==> src/can_pkg.sv <==
package can_pkg;

  typedef logic [10:0] can_id_t;                      // standard format identifier

  localparam int DATA_W    = 8;                       // host data bus
  localparam int ADR_W     = 6;                       // host address bus
  localparam int MAX_DATA  = 8;                       // data bytes per frame
  localparam int CRC_W     = 15;
  localparam logic [CRC_W-1:0] CRC_POLY = 15'h4599;  // x15+x14+x10+x8+x7+x4+x3+1
  localparam int STUFF_LEN = 5;                       // equal bits before a stuff bit
  localparam int IDLE_BITS = 11;                      // recessive bits meaning bus idle
  localparam int RXBUF_LEN = 11;                      // id hi, id lo/rtr/dlc, 8 data, filter

  typedef enum logic [3:0] {
    ST_IDLE,
    ST_SOF,
    ST_ID,
    ST_RTR,
    ST_IDE,
    ST_R0,
    ST_DLC,
    ST_DATA,
    ST_CRC,
    ST_CRC_DELIM,
    ST_WAIT_IDLE                                      // error or end of frame, wait for idle
  } rx_state_t;

  typedef enum int {
    CMD_RELEASE = 0,                                  // free the receive buffer
    CMD_CLR_OVR = 1,
    CMD_CLR_CRC = 2
  } cmd_bit_t;

  localparam logic [ADR_W-1:0] ADR_CTRL       = 6'd0;  // bit0 reset mode, bit1 rie
  localparam logic [ADR_W-1:0] ADR_CMD        = 6'd1;  // write side
  localparam logic [ADR_W-1:0] ADR_STATUS     = 6'd1;  // read side
  localparam logic [ADR_W-1:0] ADR_PRESC      = 6'd2;
  localparam logic [ADR_W-1:0] ADR_FILT_BASE  = 6'd4;  // 4 bytes per filter
  localparam logic [ADR_W-1:0] ADR_RXBUF_BASE = 6'd16;

endpackage

==> src/can_acceptance_filter.sv <==
`timescale 1ns/10ps
module can_acceptance_filter import can_pkg::*; (
  input  logic              clk,
  input  logic              rst_n,
  input  logic              filt_wr,
  input  logic [1:0]        filt_reg,     // 0 code hi, 1 code lo, 2 mask hi, 3 mask lo
  input  logic [DATA_W-1:0] wr_data,
  input  can_id_t           rx_id,
  output logic              hit
);

  can_id_t code, mask;                     // mask bit 1 means don't care

  assign hit = &(~(rx_id ^ code) | mask);

  always_ff @(posedge clk) begin
    if (!rst_n) begin
      code <= '0;
      mask <= '0;
    end else if (filt_wr) begin
      case (filt_reg)
        2'd0: code[10:3] <= wr_data;
        2'd1: code[2:0]  <= wr_data[7:5];   // low id bits sit at the top of the byte
        2'd2: mask[10:3] <= wr_data;
        2'd3: mask[2:0]  <= wr_data[7:5];
      endcase
    end
  end

endmodule

==> src/can_bit_timing.sv <==
`timescale 1ns/10ps
module can_bit_timing import can_pkg::*; #(
  parameter int TQ_PER_BIT = 10,
  parameter int SAMPLE_TQ  = 7
) (
  input  logic              clk,
  input  logic              rst_n,
  input  logic              reset_mode,
  input  logic [DATA_W-1:0] div_factor,   // clocks per quantum minus one
  input  logic              rxd,
  output logic              rx_bit,
  output logic              sample
);

  localparam int TQ_W = $clog2(TQ_PER_BIT);

  logic              rxd_meta, rxd_sync, rxd_prev;
  logic [DATA_W-1:0] presc_cnt;
  logic [TQ_W-1:0]   tq_cnt;
  logic              fall;                   // recessive to dominant edge

  assign fall = rxd_prev && !rxd_sync;

  always_ff @(posedge clk) begin
    sample <= 1'b0;
    if (!rst_n) begin
      rxd_meta  <= 1'b1;                     // bus is recessive at rest
      rxd_sync  <= 1'b1;
      rxd_prev  <= 1'b1;
      presc_cnt <= '0;
      tq_cnt    <= '0;
      rx_bit    <= 1'b1;
    end else begin
      rxd_meta <= rxd;
      rxd_sync <= rxd_meta;
      rxd_prev <= rxd_sync;
      if (fall) begin                        // hard resync, bit restarts at quantum 0
        presc_cnt <= '0;
        tq_cnt    <= '0;
      end else if (presc_cnt == div_factor) begin
        presc_cnt <= '0;
        tq_cnt    <= (tq_cnt == TQ_W'(TQ_PER_BIT - 1)) ? '0 : tq_cnt + 1'b1;
      end else begin
        presc_cnt <= presc_cnt + 1'b1;
      end
      if (!fall && !reset_mode && presc_cnt == '0 && tq_cnt == TQ_W'(SAMPLE_TQ)) begin
        sample <= 1'b1;                      // first clock of the sample quantum
        rx_bit <= rxd_sync;
      end
    end
  end

endmodule

==> src/can_destuff_crc.sv <==
`timescale 1ns/10ps
module can_destuff_crc import can_pkg::*; (
  input  logic clk,
  input  logic rst_n,
  input  logic in_frame,
  input  logic sample,
  input  logic rx_bit,
  output logic bit_valid,
  output logic data_bit,
  output logic stuff_err,
  output logic crc_zero
);

  logic [2:0]       run_cnt;                  // length of the current run of equal bits
  logic             last_bit;
  logic [CRC_W-1:0] crc;

  function automatic logic [CRC_W-1:0] crc_step(input logic [CRC_W-1:0] cur, input logic b);
    logic fb;
    fb = b ^ cur[CRC_W-1];
    crc_step = {cur[CRC_W-2:0], 1'b0} ^ (fb ? CRC_POLY : '0);
  endfunction

  assign crc_zero = (crc == '0);             // received crc folded in gives zero remainder

  always_ff @(posedge clk) begin
    bit_valid <= 1'b0;
    stuff_err <= 1'b0;
    if (!rst_n) begin
      run_cnt  <= '0;
      last_bit <= 1'b1;
      crc      <= '0;
      data_bit <= 1'b1;
    end else if (sample) begin
      if (!in_frame) begin                   // possible sof, start a fresh frame
        run_cnt   <= 3'd1;
        last_bit  <= rx_bit;
        crc       <= crc_step('0, rx_bit);
        data_bit  <= rx_bit;
        bit_valid <= 1'b1;
      end else if (run_cnt == 3'(STUFF_LEN)) begin
        stuff_err <= (rx_bit == last_bit);   // stuff bit must be the opposite level
        run_cnt   <= 3'd1;
        last_bit  <= rx_bit;
      end else begin
        run_cnt   <= (rx_bit == last_bit) ? run_cnt + 3'd1 : 3'd1;
        last_bit  <= rx_bit;
        crc       <= crc_step(crc, rx_bit);
        data_bit  <= rx_bit;
        bit_valid <= 1'b1;
      end
    end else if (!in_frame) begin
      run_cnt <= '0;
      crc     <= '0;
    end
  end

endmodule

==> src/can_frame_rx.sv <==
`timescale 1ns/10ps
module can_frame_rx import can_pkg::*; (
  input  logic                            clk,
  input  logic                            rst_n,
  input  logic                            reset_mode,
  input  logic                            rx_bit,
  input  logic                            sample,
  input  logic                            bit_valid,
  input  logic                            data_bit,
  input  logic                            stuff_err,
  input  logic                            crc_zero,
  output logic                            in_frame,
  output can_id_t                         rx_id,
  output logic                            rx_rtr,
  output logic [3:0]                      rx_dlc,
  output logic [MAX_DATA-1:0][DATA_W-1:0] rx_data,
  output logic                            frame_ok,
  output logic                            frame_crc_err
);

  rx_state_t  state;
  logic [5:0] bit_cnt;                       // bit position inside the field
  logic [3:0] idle_cnt;                      // recessive samples while waiting for idle
  logic       crc_ok;                        // remainder after the last crc bit
  logic [2:0] byte_last;                     // last data byte, dlc above 8 means 8

  assign in_frame  = (state != ST_IDLE) && (state != ST_WAIT_IDLE);
  assign byte_last = (rx_dlc > 4'd8) ? 3'd7 : 3'(rx_dlc - 4'd1);

  always_ff @(posedge clk) begin
    frame_ok      <= 1'b0;
    frame_crc_err <= 1'b0;
    if (!rst_n || reset_mode) begin
      state    <= ST_IDLE;
      bit_cnt  <= '0;
      idle_cnt <= '0;
      crc_ok   <= 1'b0;
    end else if (state == ST_IDLE) begin
      if (sample && !rx_bit)
        state <= ST_SOF;                     // dominant bit on an idle bus
    end else if (state == ST_WAIT_IDLE) begin
      if (sample) begin
        idle_cnt <= rx_bit ? idle_cnt + 4'd1 : '0;
        if (rx_bit && idle_cnt == 4'(IDLE_BITS - 1)) begin
          state    <= ST_IDLE;
          idle_cnt <= '0;                    // next wait starts a fresh count
        end
      end
    end else if (stuff_err) begin
      state <= ST_WAIT_IDLE;
    end else if (bit_valid) begin
      bit_cnt <= bit_cnt + 6'd1;
      case (state)
        ST_SOF: begin
          state   <= ST_ID;
          bit_cnt <= '0;
        end
        ST_ID:   if (bit_cnt == 6'd10) state <= ST_RTR;
        ST_RTR:  state <= ST_IDE;
        ST_IDE:  state <= data_bit ? ST_WAIT_IDLE : ST_R0;  // extended frame, skip it
        ST_R0: begin
          state   <= ST_DLC;
          bit_cnt <= '0;
        end
        ST_DLC: if (bit_cnt == 6'd3) begin
          bit_cnt <= '0;
          state   <= (rx_rtr || {rx_dlc[2:0], data_bit} == 4'd0) ? ST_CRC : ST_DATA;
        end
        ST_DATA: if (bit_cnt == {byte_last, 3'b111}) begin
          state   <= ST_CRC;
          bit_cnt <= '0;
        end
        ST_CRC: begin
          crc_ok <= crc_zero;                // already includes this bit
          if (bit_cnt == 6'(CRC_W - 1)) state <= ST_CRC_DELIM;
        end
        ST_CRC_DELIM: begin                  // dominant delimiter is a form error
          state         <= ST_WAIT_IDLE;
          frame_ok      <= data_bit && crc_ok;
          frame_crc_err <= data_bit && !crc_ok;
        end
        default: state <= ST_WAIT_IDLE;
      endcase
    end
  end

  always_ff @(posedge clk) begin             // field shift registers, msb first
    if (bit_valid) begin
      case (state)
        ST_ID:   rx_id <= {rx_id[9:0], data_bit};
        ST_RTR:  rx_rtr <= data_bit;
        ST_DLC:  rx_dlc <= {rx_dlc[2:0], data_bit};
        ST_DATA: rx_data[bit_cnt[5:3]][3'd7 - bit_cnt[2:0]] <= data_bit;
        default: ;
      endcase
    end
  end

endmodule

==> src/can_host_regs.sv <==
`timescale 1ns/10ps
module can_host_regs import can_pkg::*; (
  input  logic              clk,
  input  logic              rst_n,
  input  logic [ADR_W-1:0]  adr,
  input  logic [DATA_W-1:0] datain,
  input  logic              cs_b,
  input  logic              rd_b,
  input  logic              wr_b,
  input  logic              buf_full,
  input  logic              overrun,
  input  logic              crc_err,
  input  logic              in_frame,
  input  logic [DATA_W-1:0] rd_byte,
  output logic [DATA_W-1:0] dataout,
  output logic              irq,
  output logic              reset_mode,
  output logic [DATA_W-1:0] div_factor,
  output logic [2:0]        filt_wr,      // one strobe per filter
  output logic [1:0]        filt_reg,
  output logic [DATA_W-1:0] wr_data,
  output logic              release_buf,
  output logic              clr_ovr,
  output logic              clr_crc,
  output logic [3:0]        buf_index
);

  logic              wr, rd, cmd_wr, filt_adr, buf_adr;
  logic              rie;                  // receive interrupt enable
  logic [ADR_W-1:0]  filt_off;
  logic [DATA_W-1:0] rd_mux;

  assign wr       = !cs_b && !wr_b;
  assign rd       = !cs_b && !rd_b;
  assign cmd_wr   = wr && (adr == ADR_CMD);
  assign filt_off = adr - ADR_FILT_BASE;
  assign filt_adr = (adr >= ADR_FILT_BASE) && (adr < ADR_RXBUF_BASE);
  assign buf_adr  = (adr >= ADR_RXBUF_BASE) && (adr < ADR_RXBUF_BASE + ADR_W'(RXBUF_LEN));

  assign filt_wr     = (wr && reset_mode && filt_adr) ? 3'b001 << filt_off[3:2] : 3'b000;
  assign filt_reg    = filt_off[1:0];
  assign wr_data     = datain;
  assign release_buf = cmd_wr && datain[CMD_RELEASE];
  assign clr_ovr     = cmd_wr && datain[CMD_CLR_OVR];
  assign clr_crc     = cmd_wr && datain[CMD_CLR_CRC];
  assign buf_index   = 4'(adr - ADR_RXBUF_BASE);

  always_comb begin
    rd_mux = '0;                           // filters and holes read 0
    if (adr == ADR_CTRL)
      rd_mux = DATA_W'({rie, reset_mode});
    else if (adr == ADR_STATUS)
      rd_mux = DATA_W'({in_frame, crc_err, overrun, buf_full});
    else if (adr == ADR_PRESC)
      rd_mux = div_factor;
    else if (buf_adr)
      rd_mux = rd_byte;
  end

  always_ff @(posedge clk) begin
    if (!rst_n) begin
      reset_mode <= 1'b1;                  // node starts held in reset mode
      rie        <= 1'b0;
      div_factor <= '0;
      dataout    <= '0;
      irq        <= 1'b0;
    end else begin
      irq <= rie && buf_full;
      if (wr && adr == ADR_CTRL) begin
        reset_mode <= datain[0];
        rie        <= datain[1];
      end
      if (wr && reset_mode && adr == ADR_PRESC)
        div_factor <= datain;              // bit timing locked outside reset mode
      if (rd)
        dataout <= rd_mux;                 // held until the next read
    end
  end

endmodule

==> src/can_rx_buffer.sv <==
`timescale 1ns/10ps
module can_rx_buffer import can_pkg::*; #(
  parameter int NUM_FILT = 3
) (
  input  logic                            clk,
  input  logic                            rst_n,
  input  logic                            reset_mode,
  input  logic [NUM_FILT-1:0]             hit,
  input  logic                            frame_ok,
  input  logic                            frame_crc_err,
  input  can_id_t                         rx_id,
  input  logic                            rx_rtr,
  input  logic [3:0]                      rx_dlc,
  input  logic [MAX_DATA-1:0][DATA_W-1:0] rx_data,
  input  logic                            release_buf,
  input  logic                            clr_ovr,
  input  logic                            clr_crc,
  input  logic [3:0]                      buf_index,
  output logic [DATA_W-1:0]               rd_byte,
  output logic                            buf_full,
  output logic                            overrun,
  output logic                            crc_err
);

  localparam int IDX_W = (NUM_FILT > 1) ? $clog2(NUM_FILT) : 1;

  can_id_t                         buf_id;
  logic                            buf_rtr;
  logic [3:0]                      buf_dlc;
  logic [MAX_DATA-1:0][DATA_W-1:0] buf_data;
  logic [IDX_W-1:0]                buf_filt, hit_idx;
  logic                            accept;
  logic [3:0]                      data_len, data_idx;

  assign accept   = frame_ok && (|hit);
  assign data_len = (buf_dlc > 4'd8) ? 4'd8 : buf_dlc;
  assign data_idx = buf_index - 4'd2;        // data bytes start at offset 2

  always_comb begin                          // lowest accepting filter wins
    hit_idx = '0;
    for (int i = NUM_FILT - 1; i >= 0; i--)
      if (hit[i]) hit_idx = IDX_W'(i);
  end

  always_ff @(posedge clk) begin
    if (!rst_n || reset_mode) begin
      buf_full <= 1'b0;
      overrun  <= 1'b0;
      crc_err  <= 1'b0;
    end else begin
      if (release_buf) buf_full <= 1'b0;
      if (clr_ovr)     overrun  <= 1'b0;
      if (clr_crc)     crc_err  <= 1'b0;
      if (accept && buf_full) overrun <= 1'b1;  // new message lost, old one kept
      if (accept && !buf_full) buf_full <= 1'b1;
      if (frame_crc_err) crc_err <= 1'b1;
    end
  end

  always_ff @(posedge clk) begin
    if (accept && !buf_full) begin
      buf_id   <= rx_id;
      buf_rtr  <= rx_rtr;
      buf_dlc  <= rx_dlc;
      buf_data <= rx_data;
      buf_filt <= hit_idx;
    end
  end

  always_comb begin
    rd_byte = '0;
    case (buf_index)
      4'd0:  rd_byte = buf_id[10:3];
      4'd1:  rd_byte = {buf_id[2:0], buf_rtr, buf_dlc};
      4'd10: rd_byte = DATA_W'(buf_filt);
      default:
        if (buf_index < 4'd10 && !buf_rtr && data_idx < data_len)
          rd_byte = buf_data[data_idx[2:0]];  // bytes past the dlc stay 0
    endcase
  end

endmodule

==> src/can_rx_top.sv <==
`timescale 1ns/10ps
module can_rx_top import can_pkg::*; #(
  parameter int NUM_FILT   = 3,
  parameter int TQ_PER_BIT = 10,
  parameter int SAMPLE_TQ  = 7
) (
  input  logic              clk,
  input  logic              rst_n,
  input  logic [ADR_W-1:0]  adr,
  input  logic [DATA_W-1:0] datain,
  input  logic              cs_b,
  input  logic              rd_b,
  input  logic              wr_b,
  input  logic              rxd,
  output logic [DATA_W-1:0] dataout,
  output logic              irq
);

  logic                            reset_mode, release_buf, clr_ovr, clr_crc;
  logic [DATA_W-1:0]               div_factor, wr_data, rd_byte;
  logic [2:0]                      filt_wr;
  logic [1:0]                      filt_reg;
  logic [3:0]                      buf_index, rx_dlc;
  logic                            buf_full, overrun, crc_err;
  logic                            rx_bit, sample, bit_valid, data_bit, stuff_err, crc_zero;
  logic                            in_frame, rx_rtr, frame_ok, frame_crc_err;
  can_id_t                         rx_id;
  logic [MAX_DATA-1:0][DATA_W-1:0] rx_data;
  logic [NUM_FILT-1:0]             hit;

  can_host_regs i_can_host_regs (
    .clk, .rst_n, .adr, .datain, .cs_b, .rd_b, .wr_b,  // host bus
    .buf_full, .overrun, .crc_err, .in_frame,           // status sources
    .rd_byte,                                           // <- receive buffer
    .dataout, .irq,                                     // -> host
    .reset_mode, .div_factor,                           // -> datapath
    .filt_wr, .filt_reg, .wr_data,                      // -> filters
    .release_buf, .clr_ovr, .clr_crc, .buf_index        // -> receive buffer
  );

  can_bit_timing #(
    .TQ_PER_BIT (TQ_PER_BIT),
    .SAMPLE_TQ  (SAMPLE_TQ)
  ) i_can_bit_timing (
    .clk, .rst_n, .reset_mode, .div_factor,
    .rxd,                                               // from transceiver
    .rx_bit, .sample                                    // one sample per bit
  );

  can_destuff_crc i_can_destuff_crc (
    .clk, .rst_n, .in_frame, .sample, .rx_bit,
    .bit_valid, .data_bit, .stuff_err, .crc_zero
  );

  can_frame_rx i_can_frame_rx (
    .clk, .rst_n, .reset_mode, .rx_bit, .sample,
    .bit_valid, .data_bit, .stuff_err, .crc_zero,
    .in_frame,                                          // -> destuffer and status
    .rx_id, .rx_rtr, .rx_dlc, .rx_data,                 // assembled message
    .frame_ok, .frame_crc_err                           // outcome strobes
  );

  for (genvar i = 0; i < NUM_FILT; i++) begin : g_filt
    can_acceptance_filter i_can_acceptance_filter (
      .clk, .rst_n,
      .filt_wr  (filt_wr[i]),                           // own strobe, shared address
      .filt_reg, .wr_data, .rx_id,
      .hit      (hit[i])
    );
  end

  can_rx_buffer #(
    .NUM_FILT (NUM_FILT)
  ) i_can_rx_buffer (
    .clk, .rst_n, .reset_mode, .hit,
    .frame_ok, .frame_crc_err,
    .rx_id, .rx_rtr, .rx_dlc, .rx_data,
    .release_buf, .clr_ovr, .clr_crc, .buf_index,
    .rd_byte, .buf_full, .overrun, .crc_err
  );

endmodule

==> config.mk <==
export PLATFORM = sky130hd
export DESIGN_NAME = can_rx_top
export DESIGN_NICKNAME = d
export VERILOG_FILES = /design/src/can_pkg.sv /design/src/can_acceptance_filter.sv /design/src/can_bit_timing.sv /design/src/can_destuff_crc.sv /design/src/can_frame_rx.sv /design/src/can_host_regs.sv /design/src/can_rx_buffer.sv /design/src/can_rx_top.sv
export SDC_FILE = /design/constraint.sdc
export NUM_CORES = 1
export LEC_CHECK = 0
export BUFFER_PORTS_ARGS = -buffer_cell sky130_fd_sc_hd__buf_2
export CAP_MARGIN = 40
export CORE_ASPECT_RATIO = 0.8
export CORE_UTILIZATION = 40
export CTS_BUF_LIST = sky130_fd_sc_hd__clkbuf_4
export DETAILED_ROUTE_END_ITERATION = 12
export SYNTH_ARGS = -nofsm -noshare
export SYNTH_HDL_FRONTEND = slang
export SYNTH_SLANG_ARGS = --single-unit
==> constraint.sdc <==
create_clock -name clk -period 6.98 [get_ports clk]
set_input_delay 2.094 -clock clk [delete_from_list [all_inputs] [get_ports clk]]
set_output_delay 2.094 -clock clk [all_outputs]
set_load 0.02 [all_outputs]
# ---- Word-level counts from Yosys, hierarchy flattened
# Cells that the tools add are included.
dict set report word_totals {
  ff_bits 306
  out_inout_bits 9
  word_cells 288
}
dict set report op_classes {
  add_sub_neg 10
  n_lt_le_gt_ge 13
  n_eq_ne 37
  shifts 1
  muxes 60
  bitwise 17
  reduce_logical 87
}
# op count
set op_table {}
lappend op_table {{2-to-1 mux 15 bit} 6}
lappend op_table {{2-to-1 mux 4 bit} 17}
lappend op_table {{bitwise mux 64 bit} 1}
lappend op_table {{2-to-1 mux 8 bit} 7}
lappend op_table {{AND reduction 2 bit} 19}
lappend op_table {{NOT 11 bit} 3}
lappend op_table {{bitwise OR 11 bit} 3}
lappend op_table {{AND reduction 11 bit} 3}
lappend op_table {{XOR 11 bit} 3}
lappend op_table {{case mux 4 bit (8 select lines)} 1}
lappend op_table {{logical AND 1 bit} 29}
lappend op_table {{binary-select mux 8 bit (select 3 bit)} 1}
lappend op_table {{demux 8 bit (select 3 bit)} 1}
lappend op_table {{equality test 4 bit, second input constant} 6}
lappend op_table {{case mux 8 bit (3 select lines)} 1}
lappend op_table {{2-to-1 mux 3 bit} 7}
lappend op_table {{equality test 4 x 3 -> 1 bit, second input constant} 5}
lappend op_table {{inequality test 5 x 2 -> 1 bit, second input constant} 4}
lappend op_table {{case mux 6 bit (3 select lines)} 1}
lappend op_table {{logical NOT 15 bit} 1}
lappend op_table {{XOR 15 bit} 1}
lappend op_table {{2-to-1 mux 1 bit} 13}
lappend op_table {{equality test 6 x 2 -> 1 bit, second input constant} 2}
lappend op_table {{equality test 6 x 4 -> 1 bit, second input constant} 2}
lappend op_table {{50 further kinds} 88}

# ---- Longest topological paths before layout
# Gate-level depths: netlist of run 1.
dict set report logic_depth {
  depth_word 10
  depth_mapped 13
  ltp_nobuf 10
}

# ---- Hierarchy
# A second synthesis of run 1 with hierarchy kept.
dict set report hier_totals {
  hier_cells 1134
  area_unflattened_um2 13475.4
}
# mod n_inst cells_each area_per_inst_um2 seq_area_each_um2
set modules_own_cells {}
lappend modules_own_cells {can_frame_rx 1 343 4038.9 2742.6}
lappend modules_own_cells {can_rx_buffer 1 170 3402.0 2522.4}
lappend modules_own_cells {can_acceptance_filter 3 93 992.2 440.4}
lappend modules_own_cells {can_destuff_crc 1 124 1181.1 440.4}
lappend modules_own_cells {can_host_regs 1 128 1077.3 380.4}
lappend modules_own_cells {can_bit_timing 1 90 799.5 340.3}

# ---- Worst setup path before layout of run 1
# OpenSTA, ideal clock, no wires.
dict set report synth_path {
  path_kind {register to register}
  from {register i_can_frame_rx.rx_id[5]}
  to {register i_can_rx_buffer.buf_data[0] (netlist name), enable pin}
  setup_ps 533
  arrival_ps 5018
  required_ps 6447
  path_slack_ps 1430
  stages_incl_launch_ff 7
  n_path_buf 0
  synth_period_minus_slack_ps 5550
  path_cell_list {edfxtp_1 xnor2_1 o22ai_1 nor4_1 o211ai_1 a31oi_1 nor2b_1}
}
dict set report synth_via {
  elab_chain_cells 7
}
# item line
set synth_rtl {}
lappend synth_rtl {{from (decl)} can_frame_rx.sv:13} ;# output can_id_t rx_id,
lappend synth_rtl {{from (signal assigned)} can_frame_rx.sv:90} ;# ST_ID: rx_id <= {rx_id[9:0], data_bit};
lappend synth_rtl {{XOR 11 bit} can_acceptance_filter.sv:14} ;# assign hit = &(~(rx_id ^ code) | mask);
lappend synth_rtl {{NOT 11 bit} can_acceptance_filter.sv:14}
lappend synth_rtl {{bitwise OR 11 bit} can_acceptance_filter.sv:14}
lappend synth_rtl {{AND reduction 11 bit} can_acceptance_filter.sv:14}
lappend synth_rtl {{OR reduction 3 bit *} can_rx_buffer.sv:35} ;# assign accept = frame_ok && (|hit);
lappend synth_rtl {{logical AND 1 bit *} can_rx_buffer.sv:35}
lappend synth_rtl {{logical AND 1 bit *} can_rx_buffer.sv:61} ;# if (accept && !buf_full) begin
lappend synth_rtl {{to (signal assigned)} can_rx_buffer.sv:65} ;# buf_data <= rx_data;
lappend synth_rtl {{to (decl)} can_rx_buffer.sv:30} ;# logic [MAX_DATA-1:0][DATA_W-1:0] buf_data;
# Every way passes the cells marked *; elsewhere a longest branch is shown, timed or not.
# A chain may end at the register's enable or synchronous reset.

# ---- Worst setup path after layout of run 1
dict set report layout_path {
  from {input adr[1]}
  to {register i_can_host_regs.dataout[1]}
}
dict set report layout_via {
  elab_chain_cells 10
}
# item line
set layout_rtl {}
lappend layout_rtl {{from (decl)} can_rx_top.sv:9} ;# input logic [ADR_W-1:0] adr,
lappend layout_rtl {{subtractor 4 x 1 -> 4 bit} can_host_regs.sv:46} ;# assign buf_index = 4'(adr - ADR_RXBUF_BASE);
lappend layout_rtl {{subtractor 4 x 2 -> 4 bit / < comparator 4 bit (equally long branches)} {can_rx_buffer.sv:37, can_rx_buffer.sv:77}}
lappend layout_rtl {{< comparator 4 bit (tied with other cells)} can_rx_buffer.sv:77} ;# if (buf_index < 4'd10 && !buf_rtr && data_idx < data_len)
lappend layout_rtl {{logical AND 1 bit / 2-to-1 mux 8 bit (equally long branches)} {can_rx_buffer.sv:77, can_rx_buffer.sv:78}}
lappend layout_rtl {{2-to-1 mux 8 bit} can_rx_buffer.sv:77}
lappend layout_rtl {{case mux 8 bit (3 select lines)} can_rx_buffer.sv:72} ;# case (buf_index)
lappend layout_rtl {{2-to-1 mux 8 bit} can_host_regs.sv:56} ;# else if (buf_adr)
lappend layout_rtl {{2-to-1 mux 8 bit} can_host_regs.sv:54} ;# else if (adr == ADR_PRESC)
lappend layout_rtl {{2-to-1 mux 8 bit} can_host_regs.sv:52} ;# else if (adr == ADR_STATUS)
lappend layout_rtl {{2-to-1 mux 8 bit *} can_host_regs.sv:50} ;# if (adr == ADR_CTRL)
lappend layout_rtl {{to (signal assigned)} can_host_regs.sv:76} ;# dataout <= rd_mux;
lappend layout_rtl {{to (decl)} can_host_regs.sv:15} ;# output logic [DATA_W-1:0] dataout,
# Every way passes the cells marked *; elsewhere a longest branch is shown, timed or not. The select of a mux whose other input is x is not followed.

==> results.tsv, run 1 <==
metric	value	unit
run_status	complete, no violations	
timing.final.crit_share	71.0	%
synth_top_cells_by_area	sky130_fd_sc_hd__edfxtp_1 (38%), sky130_fd_sc_hd__dfxtp_1 (22%), sky130_fd_sc_hd__nor2_1 (5.0%)	
finalHoldViolCount	0	
design.final.nets	1265	
intPower	2.77	mW
final_layout_size_suffix_gt1_share	15.8	%
via_count_of_the_first_global_routing_pass	8634	
finalPower	3.56	mW
post_cts_buffers	0	
synth_adder_area_share	1.46	%
die_height	162	um
cts_root_buf	sky130_fd_sc_hd__clkbuf_4	
share_clk_of_total_power	44.7	%
synth-seq-cells	306	
synth-main-ff-cell	sky130_fd_sc_hd__edfxtp_1	
source_to_sink_clock_delay_at_the_later_pin_of_the_worst_skew_pair	720	ps
synth_area_per_cell	11.0	um2
via_count	9001	
period_needed	4960	ps
hold_buffers	0	
timing.rr.start	i_can_frame_rx.rx_id[3]	
power.density	246	mW/mm2
hold_path_class	reg2reg	
combinational_family_with_the_most_area_after_synthesis	simple AND/OR/NAND/NOR gates	
synth_top_cell_area_share	37.9	%
timing_worst_slew_pin_value	897	ps
synthesis.area	0.0128	mm2
vias_per_cell	5.25	
critical_path.max_fanout	24	
route.antenna.remaining_nets	0	
async_reset_ff_share	0	%
postSynthCellCount	1166	
cts_made_buffers	78	
cts_tree	done	
unique_masters_post_synth	62	
grt.total_usage	18.9	%
ys_warn_count	0	
cts_buffer_depth	3	
min_from	i_can_bit_timing.rxd_meta	
place_worst_setup_slack	1300	ps
drt_iter0_markers	728	
tns	0	ps
cts.sinks	306	
max_rail_drop_vdd	0.107	mV
synthesis.nets	1201	
post_dr_wirelength_cell	17.7	um
cts_resized	0	
cp_data_required_time	7610	ps
initial_antenna_violation_count	2	
floorplan.initialDensity	40.8	%
net-switching-power	0.795	mW
final_common_cell	sky130_fd_sc_hd__nor2_1	
p_sw_share	22.3	%
detailed_router_iteration_count_before_antenna_repair	5	
core_region_area	0.0315	mm2
crit-reg2reg-capture	i_can_rx_buffer.buf_data[37]	
width_of_the_chip	202	um
worstSetupPathType	in2reg	
rows	58	
timing.clock.skew	68.0	ps
arrival	5580	ps
gp_routability_congestion	0.867	
max_cap_violations	0	
yosys-mux-area-fraction	6.18	%
critical_path_startpoint_category	input pin	
setup.reg_to_reg.worst_slack	3300	ps
h-tree-depth	3	
synthToLayoutAreaGrowth	12.8	%
fp.dieArea	0.0328	mm2
ff2ff_path_depth	7	
drt-total-wl	30400	um
detailed_place_hpwl	19800	um
max-slew-margin-rel	40.0	%
timing_max_transition_violations_final	0	
category_of_the_worst_setup_path_capture_point	flip-flop	
grt_overflow_total	0	
max_freq	202	MHz
synth_xor_xnor_area_share	4.50	%
hold_end	i_can_bit_timing.rxd_sync	
global_route_wire_length_before_repair	48100	um
count_of_port_buffers_added_during_placement	28	
share_of_total_power_in_sequential_cells	52.8	%
post_synth_and_or_nand_nor_area_fraction	16.1	%
min_delay_path_depth	1	
i_o_pin_count	29	
setup_violations	0	
clock_transition_at_the_register_clock_pins_on_the_worst_setup_and_hold_paths_after_cts	70	ps
pin_count_of_the_biggest_net_entering_global_routing	78	
synth_compound_gate_area_share	8.96	%
remaining_drc_errors	0	
seq_area_frac_synth	60.3	%
synth_enable_flop_cells	162	
power.share.combinational	2.5	%
setup_repair_after_global_routing_missed_its_margin	false	
synth_top_area_cell	sky130_fd_sc_hd__edfxtp_1	
p_leak	5.29	nW
final_cell_mix	sky130_fd_sc_hd__nor2_1 (170), sky130_fd_sc_hd__edfxtp_1 (162), sky130_fd_sc_hd__dfxtp_1 (143), sky130_fd_sc_hd__nand2_1 (121), sky130_fd_sc_hd__clkbuf_4 (120)	
timing.final.ws_setup	2020	ps
[logic make-up (layout without fill, tap and decap cells)]
group | count (synthesis) | count (layout)
DFF | 306 | 306
other | 0 | 2
buffers and inverters | 82 | 210
AOI/OAI and AO/OA | 182 | 182
adders and majority gates | 15 | 15
and+or+nand+nor | 456 | 456
muxes | 59 | 59
xor gates and xnor gates | 66 | 66
[per-stage QoR]
step           hold slack [ps]  instance area [um2]  std cells  utilization [%]
3_5_place_dp               392                13400       1570             42.6
6_report                   409                14500       1716             46.0
4_1_cts                    407                14500       1714             46.0
2_1_floorplan              386                12800       1166                -
3_3_place_gp               397                13400       1565             42.5
5_1_grt                    409                14500       1716             46.0
[flip-flops by register name, summed over array words and instances, names as in the netlist, 6 cells and up]
name and flops:
g_filt.i_can_acceptance_filter.code 33, g_filt.i_can_acceptance_filter.mask 33, i_can_bit_timing.presc_cnt 8, i_can_destuff_crc.crc 15, i_can_frame_rx.bit_cnt 6, i_can_frame_rx.rx_data 64
i_can_frame_rx.rx_id 11, i_can_host_regs.dataout 8, i_can_host_regs.div_factor 8, i_can_rx_buffer.buf_data 64, i_can_rx_buffer.buf_id 11
[cells in the mapped netlist, types with 9 or more instances]
cell                         n
sky130_fd_sc_hd__a21oi_1    72
sky130_fd_sc_hd__and3_1     12
sky130_fd_sc_hd__clkbuf_1   45
sky130_fd_sc_hd__dfxtp_1   144
sky130_fd_sc_hd__edfxtp_1  162
sky130_fd_sc_hd__ha_1       15
sky130_fd_sc_hd__inv_1      23
sky130_fd_sc_hd__mux2i_1    41
sky130_fd_sc_hd__mux4_2     16
sky130_fd_sc_hd__nand2_1   121
sky130_fd_sc_hd__nand2b_1   11
sky130_fd_sc_hd__nand3_1    66
sky130_fd_sc_hd__nand4_1     9
sky130_fd_sc_hd__nor2_1    170
sky130_fd_sc_hd__nor2b_1    15
sky130_fd_sc_hd__nor3_1     12
sky130_fd_sc_hd__nor4_1     12
sky130_fd_sc_hd__o211ai_1   10
sky130_fd_sc_hd__o21ai_0    27
sky130_fd_sc_hd__o22ai_1    13
sky130_fd_sc_hd__xnor2_1    56
sky130_fd_sc_hd__xor2_1     10
[layer usage]
| metal | GRT usage (%) | wire (um) | vias to the layer above |
|---|---|---|---|
| met3 | 5.00 | 2000 | 31 |
| met4 | 6.63 | 404 | 0 |
| met1 | 27.9 | 14900 | 4364 |
| li1 | - | - | 4363 |
| met5 | 0 | 0 | - |
| met2 | 26.5 | 13000 | 243 |
[final cells by class]
cell class,instances,area (um2)
Timing Repair Buffer,42,265
Fill cell,2950,17000
Multi-Input combinational cell,778,4800
Tap cell,420,526
Sequential cell,306,7750
Clock buffer,120,901
Antenna cell,2,5.00
Clock inverter,24,160
Inverter,24,90.1
[critical path, stage by stage]
cell and delay [ps]:
sky130_fd_sc_hd__buf_2 510, sky130_fd_sc_hd__clkinv_1 540, sky130_fd_sc_hd__ha_1 790, sky130_fd_sc_hd__inv_1 210, sky130_fd_sc_hd__ha_1 340, sky130_fd_sc_hd__o21ai_0 70
sky130_fd_sc_hd__nor2_1 60, sky130_fd_sc_hd__o21ai_0 140, sky130_fd_sc_hd__and3_1 370, sky130_fd_sc_hd__a221oi_1 140, sky130_fd_sc_hd__o32ai_1 300
[how the worst max path moves through the flow]
stage                             from                           to  slack [ps]  cells after the start
2_1_floorplan  i_can_frame_rx.rx_id[5]  i_can_rx_buffer.buf_data[0]        1430                      6
3_3_place_gp                    adr[1]   i_can_host_regs.dataout[1]        1400                     11
3_5_place_dp                    adr[1]   i_can_host_regs.dataout[1]        1300                     11
4_1_cts                         adr[1]   i_can_host_regs.dataout[1]        2070                     11
5_1_grt                         adr[1]   i_can_host_regs.dataout[1]        1780                     11
6_report                        adr[1]   i_can_host_regs.dataout[1]        2020                     11
[power groups by stage]
stage               clock (mW)  combinational, mW  sequential [mW]
floorplan                    0             0.0543             1.92
global placement             0             0.0852             1.92
detailed placement           0             0.0884             1.92
CTS                       1.64             0.0886             1.88
global route              1.74             0.0964             1.88
finish                    1.59             0.0892             1.88
No activity file was read; power rests on OpenSTA's default activity.
==> run 2, diff against run 1 <==
==> constraint.sdc (replaced) <==
create_clock -name clk -period 4.81 [get_ports clk]
set_input_delay 1.443 -clock clk [delete_from_list [all_inputs] [get_ports clk]]
set_output_delay 1.443 -clock clk [all_outputs]
set_load 0.02 [all_outputs]
==> run 2 against run 1 <==
  * Largest power group unchanged
  * Clock skew fell by 25 ps
  * Via count rose by 1.9%
  * Sequential cell count did not move
==> results.tsv, run 2 (synthesis gave the netlist of run 1 again) <==
metric	value	unit	change
cts_resized	0		unchanged
arrival	3600	ps	-1980 ps
max_cap_violations	0		unchanged
period_needed	3270	ps	
holdWs	403	ps	-5.80 ps
tns	0	ps	unchanged
vias_per_cell	5.34		+1.9%
cp_data_required_time	5140	ps	-2470 ps
place_worst_setup_slack	1010	ps	-285 ps
final_layout_size_suffix_gt1_share	16.1	%	+0.37 points
final_cell_mix	sky130_fd_sc_hd__nor2_1 (170), sky130_fd_sc_hd__edfxtp_1 (162), sky130_fd_sc_hd__dfxtp_1 (143), sky130_fd_sc_hd__clkbuf_4 (123), sky130_fd_sc_hd__nand2_1 (121)		
post_cts_buffers	0		unchanged
pin_count_of_the_biggest_net_entering_global_routing	78		unchanged
via_count	9168		+1.9%
source_to_sink_clock_delay_at_the_later_pin_of_the_worst_skew_pair	700	ps	-20 ps
cts_root_buf	sky130_fd_sc_hd__clkbuf_4		
finalPower	5.12	mW	+44%
grt.total_usage	19.0	%	+0.10 points
core_region_area	0.0315	mm2	unchanged
design.final.nets	1268		+0.24%
cts.sinks	306		unchanged
timing.rr.start	i_can_frame_rx.rx_id[3]		
final_cell_count_no_fill	1716		unchanged
width_of_the_chip	202	um	unchanged
critical_path.max_fanout	64		+170%
min_from	i_can_frame_rx.rx_data[0]		
max_freq	306	MHz	
floorplan.initialDensity	40.8	%	unchanged
setup_repair_after_global_routing_missed_its_margin	false		
timing.final.ws_setup	1540	ps	-477 ps
drt_iter0_markers	851		+17%
timing.clock.skew	42.8	ps	-25.2 ps
via_count_of_the_first_global_routing_pass	8785		+1.7%
hold_buffers	0		unchanged
h-tree-depth	3		unchanged
die_height	162	um	unchanged
count_of_port_buffers_added_during_placement	28		unchanged
power.density	353	mW/mm2	+44%
timing.final.crit_share	67.9	%	
worstSetupPathType	reg2reg		
detailed_place_hpwl	20400	um	+3.0%
setup_violations	0		unchanged
max-slew-margin-rel	46.1	%	+6.2 points
crit_path_top_delay_cell	sky130_fd_sc_hd__nor2b_4		
gp_routability_congestion	0.920		+6.1%
initial_antenna_violation_count	1		-1
drt-total-wl	30800	um	+1.4%
critical_path_startpoint_category	flip-flop		
cts_made_buffers	77		-1.3%
run_status	complete, no violations		
global_route_wire_length_before_repair	48500	um	+0.73%
final_common_cell	sky130_fd_sc_hd__nor2_1		
cts_buffer_depth	3		unchanged
fp.dieArea	0.0328	mm2	unchanged
crit_path_cell_trace	xnor2_1 -> o22ai_1 -> nor4_1 -> o211ai_1 -> a31oi_1 -> nor2b_4 -> buf_12		
synthToLayoutAreaGrowth	12.9	%	about the same
clock_transition_at_the_register_clock_pins_on_the_worst_setup_and_hold_paths_after_cts	70	ps	about the same
hold_path_class	reg2reg		
max_rail_drop_vdd	0.122	mV	+15%
finalHoldViolCount	0		unchanged
grt_overflow_total	0		unchanged
fillerInstances	2960		+0.34%
crit_start	i_can_frame_rx.rx_id[3]		
placed_cell_count	1574		+0.25%
cts_tree	done		
route.antenna.remaining_nets	0		unchanged
worst_path_largest_cell_delay	610	ps	-180 ps
remaining_drc_errors	0		unchanged
timing_worst_slew_pin_value	802	ps	-95.3 ps
p_leak	5.29	nW	about the same
category_of_the_worst_setup_path_capture_point	flip-flop		
i_o_pin_count	29		unchanged
post_dr_wirelength_cell	17.9	um	+1.4%
timing_max_transition_violations_final	0		unchanged
detailed_router_iteration_count_before_antenna_repair	7		+2
rows	58		unchanged
[run 2: cell count changes in the layout (fill, tap and decap cells not counted)]
cell,change
sky130_fd_sc_hd__clkbuf_4,+3
sky130_fd_sc_hd__buf_12,+1
sky130_fd_sc_hd__bufinv_16,-1
sky130_fd_sc_hd__diode_2,-1
sky130_fd_sc_hd__buf_4,+4
sky130_fd_sc_hd__buf_2,-1
sky130_fd_sc_hd__inv_6,-1
sky130_fd_sc_hd__clkinvlp_4,+2
sky130_fd_sc_hd__inv_2,-1
sky130_fd_sc_hd__clkinv_1,-4
sky130_fd_sc_hd__clkinv_4,-1
[run 2: layout make-up]
| class | instances | area [um2] | share of cell area (%) |
|---|---|---|---|
| diodes | 1 | 2.50 | 0.0172 |
| clock buffers | 123 | 923 | 6.36 |
| clock inverters | 18 | 109 | 0.750 |
| inverters | 24 | 90.1 | 0.621 |
| multi-input cells | 778 | 4800 | 33.1 |
| flip-flops and latches | 306 | 7750 | 53.4 |
| well taps | 420 | 526 | 3.62 |
| repair buffers | 46 | 310 | 2.14 |
[run 2: layer usage]
metal,track usage [%],vias up,share of wire (%)
met2,26.9,310,42
li1,-,4375,-
met4,5.74,0,1.5
met5,0,-,0
met3,5.58,43,8.4
met1,27.8,4440,48
[run 2: worst paths after layout]
| path | end | slack [ps] | cells past startpoint |
|---|---|---|---|
| setup / recovery | i_can_rx_buffer.buf_data[34] | 1540 | 7 |
| hold / removal | i_can_rx_buffer.buf_data[0] | 400 | 0 |
| setup reg to reg | i_can_rx_buffer.buf_data[34] | 1540 | 7 |
| hold reg to reg | i_can_rx_buffer.buf_data[0] | 400 | 0 |
[run 2: critical path, delay by kind of cell, from the launching register on]
kind / cells / cell delay (ps)
AO/OA/AOI/OAI: 3 / 770
flip-flops: 1 / 570
XOR/XNOR: 1 / 220
buffers and inverters: 1 / 390
AND/OR/NAND/NOR: 2 / 910
[run 2: report_power, final]
group / switching (mW) / internal (mW) / total (mW)
registers: 0.00656 / 2.73 / 2.73
logic: 0.0931 / 0.0394 / 0.132
clock network: 1.04 / 1.22 / 2.26
[run 2: through the flow]
stage / instance area [um2] / utilization, %
2_1_floorplan: 12800 / -
3_3_place_gp: 13400 / 42.6
3_5_place_dp: 13500 / 42.8
4_1_cts: 14500 / 46.1
5_1_grt: 14500 / 46.1
6_report: 14500 / 46.1
